### src/rtl/port_pkg.sv
// Port status definitions

package port_pkg;

    // Ethernet ports on the two QSFP28 cages
    localparam int PORT_COUNT = 8;

    // Ports carried by one cage
    localparam int LANES_PER_CAGE = 4;

    localparam int CAGE_COUNT = PORT_COUNT / LANES_PER_CAGE;

    // Synchronized board status with presence already active high
    typedef struct packed {
        logic [PORT_COUNT-1:0] rx_up;
        logic [CAGE_COUNT-1:0] cage_present;
        logic                  pps;
    } port_status_t;

endpackage
### src/rtl/led_pkg.sv
// LED shift register definitions

package led_pkg;

    // One bicolor LED per Ethernet port
    localparam int LED_COUNT = port_pkg::PORT_COUNT;

    // Green and red bit per LED
    localparam int FRAME_W = 2 * LED_COUNT;

    // Shift order with the MSB going out first
    typedef logic [FRAME_W-1:0] led_frame_t;

    // Pins of the external LED shift register
    typedef struct packed {
        logic d;
        logic ld;
        logic clk;
    } sreg_pins_t;

endpackage

### src/rtl/fpga_led_status.sv
// Board LED status top level

`timescale 1ns/1ns

module fpga_led_status #(
    parameter int unsigned PRESCALE    = 63,
    parameter bit          INVERT      = 1'b1,
    parameter int unsigned PPS_STRETCH = 125000
) (
    input  logic                            clk_125mhz,
    input  logic                            reset,

    input  logic [port_pkg::PORT_COUNT-1:0] qsfp_rx_status,
    input  logic [port_pkg::CAGE_COUNT-1:0] qsfp_mod_prsnt_n,
    input  logic                            ptp_pps,

    output logic                            led_sreg_d,
    output logic                            led_sreg_ld,
    output logic                            led_sreg_clk,
    output logic [1:0]                      led_bmc,
    output logic [1:0]                      led_exp
);

    import port_pkg::*;
    import led_pkg::*;

    port_status_t status;
    led_frame_t   frame;
    sreg_pins_t   sreg_pins;
    logic         pps_str;

    port_status_sync port_status_sync_i (
        .clk_125mhz       (clk_125mhz),
        .reset            (reset),
        .qsfp_rx_status   (qsfp_rx_status),
        .qsfp_mod_prsnt_n (qsfp_mod_prsnt_n),
        .ptp_pps          (ptp_pps),
        .status           (status)
    );

    led_frame_builder #(
        .INVERT      (INVERT),
        .PPS_STRETCH (PPS_STRETCH)
    ) led_frame_builder_i (
        .clk_125mhz (clk_125mhz),
        .reset      (reset),
        .status     (status),
        .frame      (frame),
        .pps_str    (pps_str)
    );

    led_sreg_shifter #(
        .PRESCALE (PRESCALE)
    ) led_sreg_shifter_i (
        .clk_125mhz (clk_125mhz),
        .reset      (reset),
        .frame      (frame),
        .pins       (sreg_pins)
    );

    assign led_sreg_d   = sreg_pins.d;
    assign led_sreg_ld  = sreg_pins.ld;
    assign led_sreg_clk = sreg_pins.clk;

    // BMC LED blinks with PPS while the expansion LED goes dark
    assign led_bmc = {1'b0, pps_str};
    assign led_exp = {~pps_str, 1'b1};

endmodule

### src/rtl/led_sreg_shifter.sv
// LED shift register driver

`timescale 1ns/1ns

module led_sreg_shifter #(
    parameter int unsigned PRESCALE = 63
) (
    input  logic                clk_125mhz,
    input  logic                reset,

    input  led_pkg::led_frame_t frame,

    output led_pkg::sreg_pins_t pins
);

    import led_pkg::*;

    localparam int CNT_W = (PRESCALE > 0) ? $clog2(PRESCALE + 1) : 1;
    localparam int IDX_W = $clog2(FRAME_W);

    logic [CNT_W-1:0] cnt;
    logic             half;
    logic             ld_phase;
    logic [IDX_W-1:0] idx;
    led_frame_t       frame_reg;

    logic tick;
    logic start_frame;

    assign tick        = (cnt == '0);
    assign start_frame = tick & ld_phase;

    // Frame is latched once per pass
    always_ff @(posedge clk_125mhz) begin
        if (start_frame) begin
            frame_reg <= frame;
        end
    end

    // Reset leaves the FSM at the end of a load half, so a pass starts right away
    always_ff @(posedge clk_125mhz) begin
        if (reset) begin
            cnt      <= '0;
            half     <= 1'b0;
            ld_phase <= 1'b1;
            idx      <= '0;
            pins     <= '0;
        end else if (!tick) begin
            cnt <= cnt - 1'b1;
        end else begin
            cnt <= CNT_W'(PRESCALE);
            if (ld_phase) begin
                // First bit of a new frame
                ld_phase <= 1'b0;
                half     <= 1'b0;
                idx      <= IDX_W'(FRAME_W - 1);
                pins.d   <= frame[FRAME_W-1];
                pins.ld  <= 1'b0;
                pins.clk <= 1'b0;
            end else if (!half) begin
                half     <= 1'b1;
                pins.clk <= 1'b1;
            end else begin
                half     <= 1'b0;
                pins.clk <= 1'b0;
                if (idx == '0) begin
                    // Latch the register outputs
                    ld_phase <= 1'b1;
                    pins.ld  <= 1'b1;
                end else begin
                    idx    <= idx - 1'b1;
                    pins.d <= frame_reg[idx - 1'b1];
                end
            end
        end
    end

endmodule

### src/rtl/led_frame_builder.sv
// LED frame builder and PPS stretcher

`timescale 1ns/1ns

module led_frame_builder #(
    parameter bit          INVERT      = 1'b1,
    parameter int unsigned PPS_STRETCH = 125000
) (
    input  logic                   clk_125mhz,
    input  logic                   reset,

    input  port_pkg::port_status_t status,

    output led_pkg::led_frame_t    frame,
    output logic                   pps_str
);

    import port_pkg::*;
    import led_pkg::*;

    localparam int CNT_W = $clog2(PPS_STRETCH + 1);

    led_frame_t frame_next;

    logic             pps_prev;
    logic             pps_rise;
    logic [CNT_W-1:0] pps_cnt;

    // Green when the link is up, red when the cage is fitted but the link is down
    always_comb begin
        for (int n = 0; n < LED_COUNT; n++) begin
            frame_next[2*n+1] = status.rx_up[n];
            frame_next[2*n]   = status.cage_present[n / LANES_PER_CAGE] & ~status.rx_up[n];
        end
        if (INVERT) begin
            frame_next = ~frame_next;
        end
    end

    // All LEDs dark out of reset
    always_ff @(posedge clk_125mhz) begin
        if (reset) begin
            frame <= {FRAME_W{INVERT}};
        end else begin
            frame <= frame_next;
        end
    end

    assign pps_rise = status.pps & ~pps_prev;

    // Stretch the PPS pulse so it shows on an LED
    always_ff @(posedge clk_125mhz) begin
        if (reset) begin
            pps_prev <= 1'b0;
            pps_str  <= 1'b0;
            pps_cnt  <= '0;
        end else begin
            pps_prev <= status.pps;
            if (pps_rise) begin
                pps_str <= 1'b1;
                pps_cnt <= CNT_W'(PPS_STRETCH - 1);
            end else if (pps_str) begin
                if (pps_cnt == '0) begin
                    pps_str <= 1'b0;
                end else begin
                    pps_cnt <= pps_cnt - 1'b1;
                end
            end
        end
    end

endmodule

### src/rtl/port_status_sync.sv
// Board status input synchronizer

`timescale 1ns/1ns

module port_status_sync (
    input  logic                              clk_125mhz,
    input  logic                              reset,

    input  logic [port_pkg::PORT_COUNT-1:0]   qsfp_rx_status,
    input  logic [port_pkg::CAGE_COUNT-1:0]   qsfp_mod_prsnt_n,
    input  logic                              ptp_pps,

    output port_pkg::port_status_t            status
);

    import port_pkg::*;

    port_status_t sync_1;
    port_status_t sync_2;

    // Presence pins are active low on the cages
    always_ff @(posedge clk_125mhz) begin
        if (reset) begin
            sync_1 <= '0;
            sync_2 <= '0;
        end else begin
            sync_1.rx_up        <= qsfp_rx_status;
            sync_1.cage_present <= ~qsfp_mod_prsnt_n;
            sync_1.pps          <= ptp_pps;
            sync_2              <= sync_1;
        end
    end

    assign status = sync_2;

endmodule

### config.mk
export PLATFORM = sky130hd
export DESIGN_NAME = fpga_led_status
export DESIGN_NICKNAME = d
export VERILOG_FILES = /design/src/rtl/port_pkg.sv /design/src/rtl/led_pkg.sv /design/src/rtl/fpga_led_status.sv /design/src/rtl/led_sreg_shifter.sv /design/src/rtl/led_frame_builder.sv /design/src/rtl/port_status_sync.sv
export SDC_FILE = /design/constraint.sdc
export NUM_CORES = 1
export LEC_CHECK = 0
export ABC_CLOCK_PERIOD_IN_PS = 2370
export BUFFER_PORTS_ARGS = -buffer_cell sky130_fd_sc_hd__buf_2
export CAP_MARGIN = 40
export CORE_UTILIZATION = 53
export DETAILED_ROUTE_END_ITERATION = 6
export PLACE_DENSITY = 0.7
export SKIP_CTS_REPAIR_TIMING = 1
export SYNTH_ARGS = -nofsm -noshare
export SYNTH_HDL_FRONTEND = slang
export SYNTH_HIERARCHICAL = 1
export SYNTH_SLANG_ARGS = --single-unit
export TNS_END_PERCENT = 20
### constraint.sdc
create_clock -name clk_125mhz -period 2.37 [get_ports clk_125mhz]
set_clock_uncertainty 0.2 [all_clocks]
set_input_delay 0.1185 -clock clk_125mhz [delete_from_list [all_inputs] [get_ports clk_125mhz]]
set_output_delay 0.1185 -clock clk_125mhz [all_outputs]
set_load 0.02 [all_outputs]
-- Word-level counts from Yosys, hierarchy flattened
Cells that the tools add are included.
- register bits: 88
- output and inout bits: 7
- word-level logic and storage cells: 80
- $add $sub $neg: 3
- magnitude comparators: 1
- equality and inequality tests: 2
- multiplexer cells: 21
- bitwise logic cells: 23
- reduce and logical (&&, ||, !) cells: 11
- operators by type and width (operator ; number):
    $mux 17 ; 3
    $logic_not 17->1 ; 1
    $sub 17x1->17 const B ; 1
    $not 16->16 ; 1
    $mux 4 ; 3
    $mux 1 ; 11
    $not 1->1 ; 11
    $and 1x1->1 ; 10
    $logic_not 6->1 ; 1
    $mux 6 ; 1
    $reduce_and 3->1 ; 2
    $reduce_bool 2->1 ; 3
    $sub 6x1->6 const B ; 1
    $lt 4x5->1 const B ; 1
    $bmux 1 s4 ; 1
    $logic_not 4->1 ; 1
    $ne 2x1->1 const B ; 2
    $reduce_and 2->1 ; 2
    $sub 4x1->4 const B ; 1
    $mux 3 ; 1
    $mux 2 ; 1
    $not 2->2 ; 1
    $reduce_or 2->1 ; 1

-- Logic depth before layout (Yosys ltp)
Gate-level depths: netlist of run 1.
- depth in word-level cells: 6
- gate-level depth with buffers: 7
- gate-level depth less buffers: 6

-- Hierarchy
The synthesis of run 1 kept the hierarchy.
- by module, submodules not included (module ; times used ; cells each ; area each (µm²) ; seq. area each (µm²)):
    led_frame_builder ; 1 ; 146 ; 1396.3 ; 700.7
    led_sreg_shifter ; 1 ; 98 ; 1282.5 ; 760.7
    port_status_sync ; 1 ; 46 ; 638.1 ; 440.4
    fpga_led_status ; 1 ; 6 ; 33.8 ; 0.0

-- Worst setup path before layout of run 1
No wires, ideal clock.
- path type: flip-flop to flip-flop
- from: register led_sreg_shifter_i.cnt[0]
- to: register led_sreg_shifter_i.frame_reg[0] (enable)
- setup time: 0.388 ns
- arrival: 1.879 ns
- required time: 1.782 ns
- path slack: -0.097 ns
- stages on the path, launching flop included: 7
- path buffers: 1
- cells stage by stage: dfxtp_1 inv_1 ha_1 or2b_1 or2_0 buf_2 nor2_1
- word-level cells in the longest chain between the ends: 2
- ends and longest elaborated chain (element ; line ; RTL):
    from (decl) ; led_sreg_shifter.sv:21 ; logic [CNT_W-1:0] cnt;
    from (signal assigned) ; led_sreg_shifter.sv:49 ; cnt <= cnt - 1'b1;
    from (signal assigned) ; led_sreg_shifter.sv:51 ; cnt <= CNT_W'(PRESCALE);
    $logic_not 6->1 ; led_sreg_shifter.sv:30 ; assign tick = (cnt == '0);
    $and 1x1->1 ; led_sreg_shifter.sv:31 ; assign start_frame = tick & ld_phase;
    via led_sreg_shifter_i.start_frame ; led_sreg_shifter.sv:28 ; logic start_frame;
    to (signal assigned) ; led_sreg_shifter.sv:36 ; frame_reg <= frame;
    to (decl) ; led_sreg_shifter.sv:25 ; led_frame_t frame_reg;
The timed path passes the listed nets, and every way through them passes these cells.
A chain may end at the register's enable or synchronous reset.

-- Final worst setup path of run 1
- from: register led_frame_builder_i.pps_cnt[3]
- to: register led_frame_builder_i.pps_cnt[12]
- word-level cells in the longest chain between the ends: 3
- elaborated cells between the ends (all ways): 4
- ends and longest elaborated chain (element ; line ; RTL):
    from (decl) ; led_frame_builder.sv:27 ; logic [CNT_W-1:0] pps_cnt;
    from (signal assigned) ; led_frame_builder.sv:61 ; pps_cnt <= CNT_W'(PPS_STRETCH - 1);
    from (signal assigned) ; led_frame_builder.sv:66 ; pps_cnt <= pps_cnt - 1'b1;
    parallel branches: the longest is 3 deep, another holds $sub 17x1->17 ; -- ;
Several ways; the timed one is not identified.

==> qor.csv, run 1 <==
metric,value,unit
largest_reg_flops,17,
grt_pass1_vias,1941,
ir_worst_vdd,0.596,mV
die_x,81.5,um
end_kind,flip-flop,
finalHoldViolations,0,
die_h,81.5,um
holdWs,0.111,ns
place.gp.congestion,0.781,
worstMarginPinSlew,0.717,ns
grt_util_all_layers,17.7,%
synth.most_common_cell,dfxtp_1,
async_reset_ff_share,0,%
vias,2162,
dp_hpwl,3.50,mm
h-tree-depth,3,
fin_crit,2.24,ns
fill_cells,471,
switchingPower,0.00119,W
rsz0062_at_grt,no,
finalSetupTns,0,ns
ys_seq_elements,87,
yosys_warnings,6,
hp-class,in2reg,
timing.rr.start,led_frame_builder_i/pps_cnt[3],
drtIter0Drc,65,
port_buffers,17,
placementRows,28,
crit_type,reg2reg,
synth_area_per_cell,11.3,um^2
outcome,finished clean,
hold_start,reset,
worstSetupStartpoint,led_frame_builder_i/pps_cnt[3],
p_leak,1.39,nW
clk_pin_slew_worst_paths,0.08,ns
clock_sinks,87,
routedWlPerCell,13.2,um
period_share,94.4,%
ios,20,
antenna_found_initial,0,
netlist.area_leader.share,42.4,%
antenna_cells,0,
slew_violations,0,
max_freq,447,MHz
syn_to_final_growth,14.7,%
core_region_area,0.00603,mm^2
synthTopCellsByCount,"71 x dfxtp_1, 19 x nand2b_1, 18 x nor2_1",
first_pass_iters,4,
finalSetupViolCount,0,
critPathMaxFanout,9,
multi_input_area,0.00134,mm^2
nNetsFinal,345,
route.detailed.drc,0,
clkPwrFrac,27.2,%
synth_area,0.00335,mm^2
grt_remaining_overflow,0,
synth_top_cell_by_area,dfxtp_1,
startpoint_type,flip-flop,
cts-root-buf,clkbuf_8,
synthFlopType,dfxtp_1,
swShare,29.9,%
syn_inst,296,
cts_tree,built,
yosys-top-cells-area,"dfxtp_1 42%, edfxtp_1 14%, nor2b_2 4.2%",
syn_nets,312,
max_slew_margin,52.2,%
start_util,55.6,%
grt_max_degree,39,
crit_required,2.43,ns
numCtsBuffers,9,
drt.antenna.violating_nets,0,
area.sequential,0.00190,mm^2
synth_edf_count,16,
drive_above_1_share,21.9,%
power_density,1030,mW/mm^2
synth.distinct_cells,53,
p_seq_share,46.3,%
cp.arrival,2.30,ns
wl,5.39,mm
drv_cap,0,
viasPerCell,5.29,
insertion_delay,0.35,ns
dieArea,0.00664,mm^2
comb_power_share,26.5,%
seq_area_frac_synth,56.8,%
p_int,0.00279,W
clock_path_buffers,2,
p_total,0.00398,W
grt_pass1_wl,8.78,mm
## per-stage QoR
step	instance area [um^2]	setup WS (ns)	utilization, %	std cells
6_report	3840	0.132	63.8	409
2_1_floorplan	3350	0.167	-	296
3_3_place_gp	3510	0.132	58.2	381
5_1_grt	3840	0.00633	63.8	409
3_5_place_dp	3510	0.0869	58.2	381
4_1_cts	3720	0.0490	61.7	397
## logic make-up after synthesis
family,Yosys count,synth area share [%]
other,2,0.224
XOR/XNOR,5,1.31
flip-flops,87,56.8
multiplexers,10,4.52
AO/OA/AOI/OAI,48,9.34
AND/OR/NAND/NOR,118,23.2
adder cells (fa/ha/maj),3,1.12
buffers and inverters,23,3.58
## final cells by class
type                       count  area share, %
sequential                    87           49.5
multi-input combinational    186           34.8
timing repair buffer          35           6.77
clock buffer                  11           3.97
tap                           75           2.44
clock inverter                 5           1.56
inverter                      10          0.976
## metal layers
metal | vias to the layer above | track usage, % | part of all wire (%)
li1 | 1128 | - | -
met1 | 995 | 23.5 | 51
met4 | 0 | 10.0 | 1.2
met3 | 6 | 3.78 | 2.4
met2 | 33 | 26.7 | 46
met5 | - | 0 | 0
## critical path: stages (launching register included)
cell     delay [ns]
dfxtp_1        0.36
or4_4          0.53
or3_4          0.39
or4_1          0.51
a21oi_1        0.17
## cell usage in the layout (no fill, tap or decap), types with 5 or more instances in the layout
cell and instances:
dlygate4sd3_1 11, nor2_1 17, clkbuf_8 9, edfxtp_1 16, a311oi_1 6, o21ai_0 8
a31oi_1 6, nor4_1 5, nand2_1 7, nand2b_1 19, dfxtp_1 71, inv_1 10
buf_2 17, a21oi_1 15, or4_1 6, buf_4 6, nor2b_1 7, mux2i_1 5
nor2b_2 16
## power groups by stage
stage / Combinational, W / Clock (W) / Sequential (W)
after floorplan: 0.000834 / 0 / 0.00185
after global placement: 0.00102 / 0 / 0.00187
after detailed placement: 0.00104 / 0 / 0.00187
after CTS: 0.00105 / 0.00111 / 0.00184
after global routing: 0.00117 / 0.00117 / 0.00186
final: 0.00105 / 0.00108 / 0.00184
## final timing paths
path	endpoint	cells after the start	slack, ns
worst max-delay path	led_frame_builder_i/pps_cnt[12]	4	0.13
worst min-delay path	led_sreg_shifter_i/pins[0]	2	0.11
worst max register to register	led_frame_builder_i/pps_cnt[12]	4	0.13
worst min register to register	led_frame_builder_i/frame[9]	1	0.19
(Power assumes the default switching activity.)
==> inputs of run 2 (changes only) <==
--- a/config.mk
+++ b/config.mk
@@ -5,12 +5,14 @@
 export SDC_FILE = /design/constraint.sdc
 export NUM_CORES = 1
 export LEC_CHECK = 0
+export ABC_AREA = 1
 export ABC_CLOCK_PERIOD_IN_PS = 2370
 export BUFFER_PORTS_ARGS = -buffer_cell sky130_fd_sc_hd__buf_2
 export CAP_MARGIN = 40
-export CORE_UTILIZATION = 53
+export CORE_UTILIZATION = 54
 export DETAILED_ROUTE_END_ITERATION = 6
-export PLACE_DENSITY = 0.7
+export GPL_TIMING_DRIVEN = 0
+export PLACE_DENSITY = 0.71
 export SKIP_CTS_REPAIR_TIMING = 1
 export SYNTH_ARGS = -nofsm -noshare
 export SYNTH_HDL_FRONTEND = slang
==> qor.csv, run 2 <==
metric,value,unit,change
outcome,finished clean,,unchanged
die_x,82.9,um,was 81.5 um
m1WireLength,2.91,mm,was 2.74 mm
netlist.area_leader.share,40.2,%,was 42.4%
fin_crit,1.99,ns,was 2.24 ns
finalHoldViolations,0,,unchanged
rsz0062_at_grt,no,,unchanged
wl,6.01,mm,was 5.39 mm
antenna_cells,0,,unchanged
drive_above_1_share,13.5,%,was 21.9%
port_buffers,17,,unchanged
ir_worst_vdd,0.558,mV,was 0.596 mV
first_pass_iters,4,,unchanged
antenna_found_initial,0,,unchanged
reg2reg_slack,0.38,ns,was 0.13 ns
period_share,83.8,%,was 94.4%
die_h,82.9,um,was 81.5 um
drv_cap,0,,unchanged
synthFlopType,dfxtp_1,,unchanged
synth_area,0.00353,mm^2,was 0.00335 mm^2
r2r_end,led_sreg_shifter_i/frame_reg[2],,was led_frame_builder_i/pps_cnt[12]
slew_violations,0,,unchanged
insertion_delay,0.34,ns,was 0.35 ns
numCtsBuffers,9,,unchanged
power_density,937,mW/mm^2,was 1030 mW/mm^2
grt_max_degree,17,,was 39
synthAdderAreaFrac,1.06,%,was 1.12%
startpoint_type,flip-flop,,unchanged
post-place-ws,0.376,ns,was 0.0869 ns
rr_worst_depth,7,,was 4
synth_top_family_by_area,simple AND/OR/NAND/NOR gates,,unchanged
dp_hpwl,4.12,mm,was 3.50 mm
crit_required,2.22,ns,was 2.43 ns
fill_cells,549,,was 471
hold_start,port_status_sync_i/status[6],,was reset
synth-compound-area-share,5.35,%,was 9.34%
timing.rr.start,led_sreg_shifter_i/cnt[0],,was led_frame_builder_i/pps_cnt[3]
cts_tree,built,,unchanged
yosys-top-cells-area,"dfxtp_1 40%, edfxtp_1 14%, nand2_1 9.8%",,"was dfxtp_1 42%, edfxtp_1 14%, nor2b_2 4.2%"
whs_path_depth,1,,was 2
syn_inst,441,,was 296
area.sequential,0.00190,mm^2,unchanged
viasPerCell,4.73,,was 5.29
route.detailed.drc,0,,unchanged
ios,20,,unchanged
synth.mux.area_fraction,0,%,was 4.52%
clk_pin_slew_worst_paths,0.09,ns,was 0.08 ns
place.gp.congestion,0.870,,was 0.781
largest_reg_flops,17,,unchanged
seq_area_frac_synth,53.8,%,was 56.8%
placementRows,29,,was 28
grt_pass1_vias,2395,,"was 1,941"
wl_met2,2.82,mm,was 2.46 mm
start_util,55.7,%,was 55.6%
h-tree-depth,3,,unchanged
async_reset_ff_share,0,%,unchanged
synth_edf_count,16,,unchanged
grt_util_all_layers,18.3,%,was 17.7%
dieArea,0.00687,mm^2,was 0.00664 mm^2
multi_input_area,0.00124,mm^2,was 0.00134 mm^2
wl_met3,206,um,was 127 um
setup_ws,0.383,ns,was 0.132 ns
grt_pass1_wl,10.3,mm,was 8.78 mm
yosys.area_share.simple,26.5,%,was 23.2%
synth.distinct_cells,33,,was 53
final_common_cell,nand2_1,,was dfxtp_1
end_kind,flip-flop,,unchanged
ys_seq_elements,87,,unchanged
grt_remaining_overflow,0,,unchanged
syn_nets,457,,was 312
vias,2674,,"was 2,162"
synthXorXnorAreaFrac,1.98,%,was 1.31%
routedWlPerCell,10.6,um,was 13.2 um
cts-root-buf,clkbuf_8,,unchanged
yosys_warnings,6,,unchanged
finalSetupViolCount,0,,unchanged
drt.antenna.violating_nets,0,,unchanged
synth.most_common_cell,nand2_1,,was dfxtp_1
synth_area_per_cell,8.02,um^2,was 11.3 um^2
syn_to_final_growth,15.2,%,was 14.7%
max_freq,503,MHz,was 447 MHz
critPathMaxFanout,12,,was 9
cp.arrival,1.83,ns,was 2.30 ns
holdWs,0.184,ns,was 0.111 ns
clock_path_buffers,2,,unchanged
core_region_area,0.00635,mm^2,was 0.00603 mm^2
final_cell_mix,"92 x nand2_1, 71 x dfxtp_1, 70 x nor2_1",,"was 71 x dfxtp_1, 19 x nand2b_1, 17 x buf_2, 17 x nor2_1"
clock_sinks,87,,unchanged
drtIter0Drc,117,,was 65
whs_endpoint,led_frame_builder_i/frame[7],,was led_sreg_shifter_i/pins[0]
synthTopCellsByCount,"92 x nand2_1, 71 x dfxtp_1, 70 x nor2_1",,"was 71 x dfxtp_1, 19 x nand2b_1, 18 x nor2_1"
p_leak,1.90,nW,was 1.39 nW
synth_top_cell_by_area,dfxtp_1,,unchanged
hp-class,reg2reg,,was in2reg
nNetsFinal,499,,was 345
topRoutingLayerUsed,met4,,unchanged
crit_type,reg2reg,,unchanged
==> run 2: where the power goes <==
part | switching (W) | internal (W) | leakage, nW
Combinational | 0.000622 | 0.000367 | 1.09
Sequential | 0.0000841 | 0.00166 | 0.704
Clock | 0.000521 | 0.000559 | 0.105
Total | 0.00123 | 0.00259 | 1.90
==> run 2: cells by family (layout without fill, tap and decap cells) <==
| kind of cell | Yosys count | after routing |
|---|---|---|
| and+or+nand+nor | 215 | 215 |
| buffers and inverters | 91 | 138 |
| DFF | 87 | 87 |
| AOI/OAI and AO/OA | 35 | 35 |
| xor gates and xnor gates | 8 | 8 |
| adders and majority gates | 3 | 3 |
| other | 2 | 2 |
==> run 2: layout make-up <==
type	count	share of cell area (%)
sequential	87	46.7
multi-input combinational	263	30.5
inverter	76	7.16
timing repair buffer	31	5.47
clock buffer	11	3.75
buffer	15	2.46
tap	77	2.37
clock inverter	5	1.57
==> run 2: worst max-delay path by stage <==
| stage | slack [ns] | cells after the start | end | from |
|---|---|---|---|---|
| after floorplan | 0.25 | 6 | led_sreg_shifter_i/frame_reg[0] | led_sreg_shifter_i/cnt[0] |
| after global placement | -0.001 | 6 | led_sreg_shifter_i/frame_reg[9] | led_sreg_shifter_i/cnt[0] |
| after detailed placement | 0.38 | 7 | led_sreg_shifter_i/frame_reg[9] | led_sreg_shifter_i/cnt[0] |
| after CTS | 0.36 | 7 | led_sreg_shifter_i/frame_reg[2] | led_sreg_shifter_i/cnt[0] |
| after global routing | 0.24 | 7 | led_sreg_shifter_i/frame_reg[2] | led_sreg_shifter_i/cnt[0] |
| final | 0.38 | 7 | led_sreg_shifter_i/frame_reg[2] | led_sreg_shifter_i/cnt[0] |
==> run 2: stage by stage <==
step	TNS [ns]	cells	area, um^2	util [%]	power [W]
3_5_place_dp	0	536	3720	58.6	0.00275
6_report	0	565	4070	64.1	0.00382
2_1_floorplan	0	441	3530	-	0.00255
4_1_cts	0	552	3940	62.0	0.00382
3_3_place_gp	-0.0107	535	3720	58.5	0.00272
5_1_grt	0	565	4070	64.1	0.00406
==> run 2: routing by layer <==
| metal | vias up | GRT usage, % |
|---|---|---|
| li1 | 1431 | - |
| met2 | 50 | 30.0 |
| met5 | - | 0 |
| met4 | 0 | 7.05 |
| met1 | 1186 | 23.6 |
| met3 | 7 | 4.17 |
==> run 2: critical path, stage by stage (launching register included) <==
cell and delay [ns]:
dfxtp_1 0.32, inv_1 0.07, ha_1 0.17, nand2_2 0.09, nor2_4 0.15, nand2_4 0.10
nor2_1 0.32, buf_4 0.28
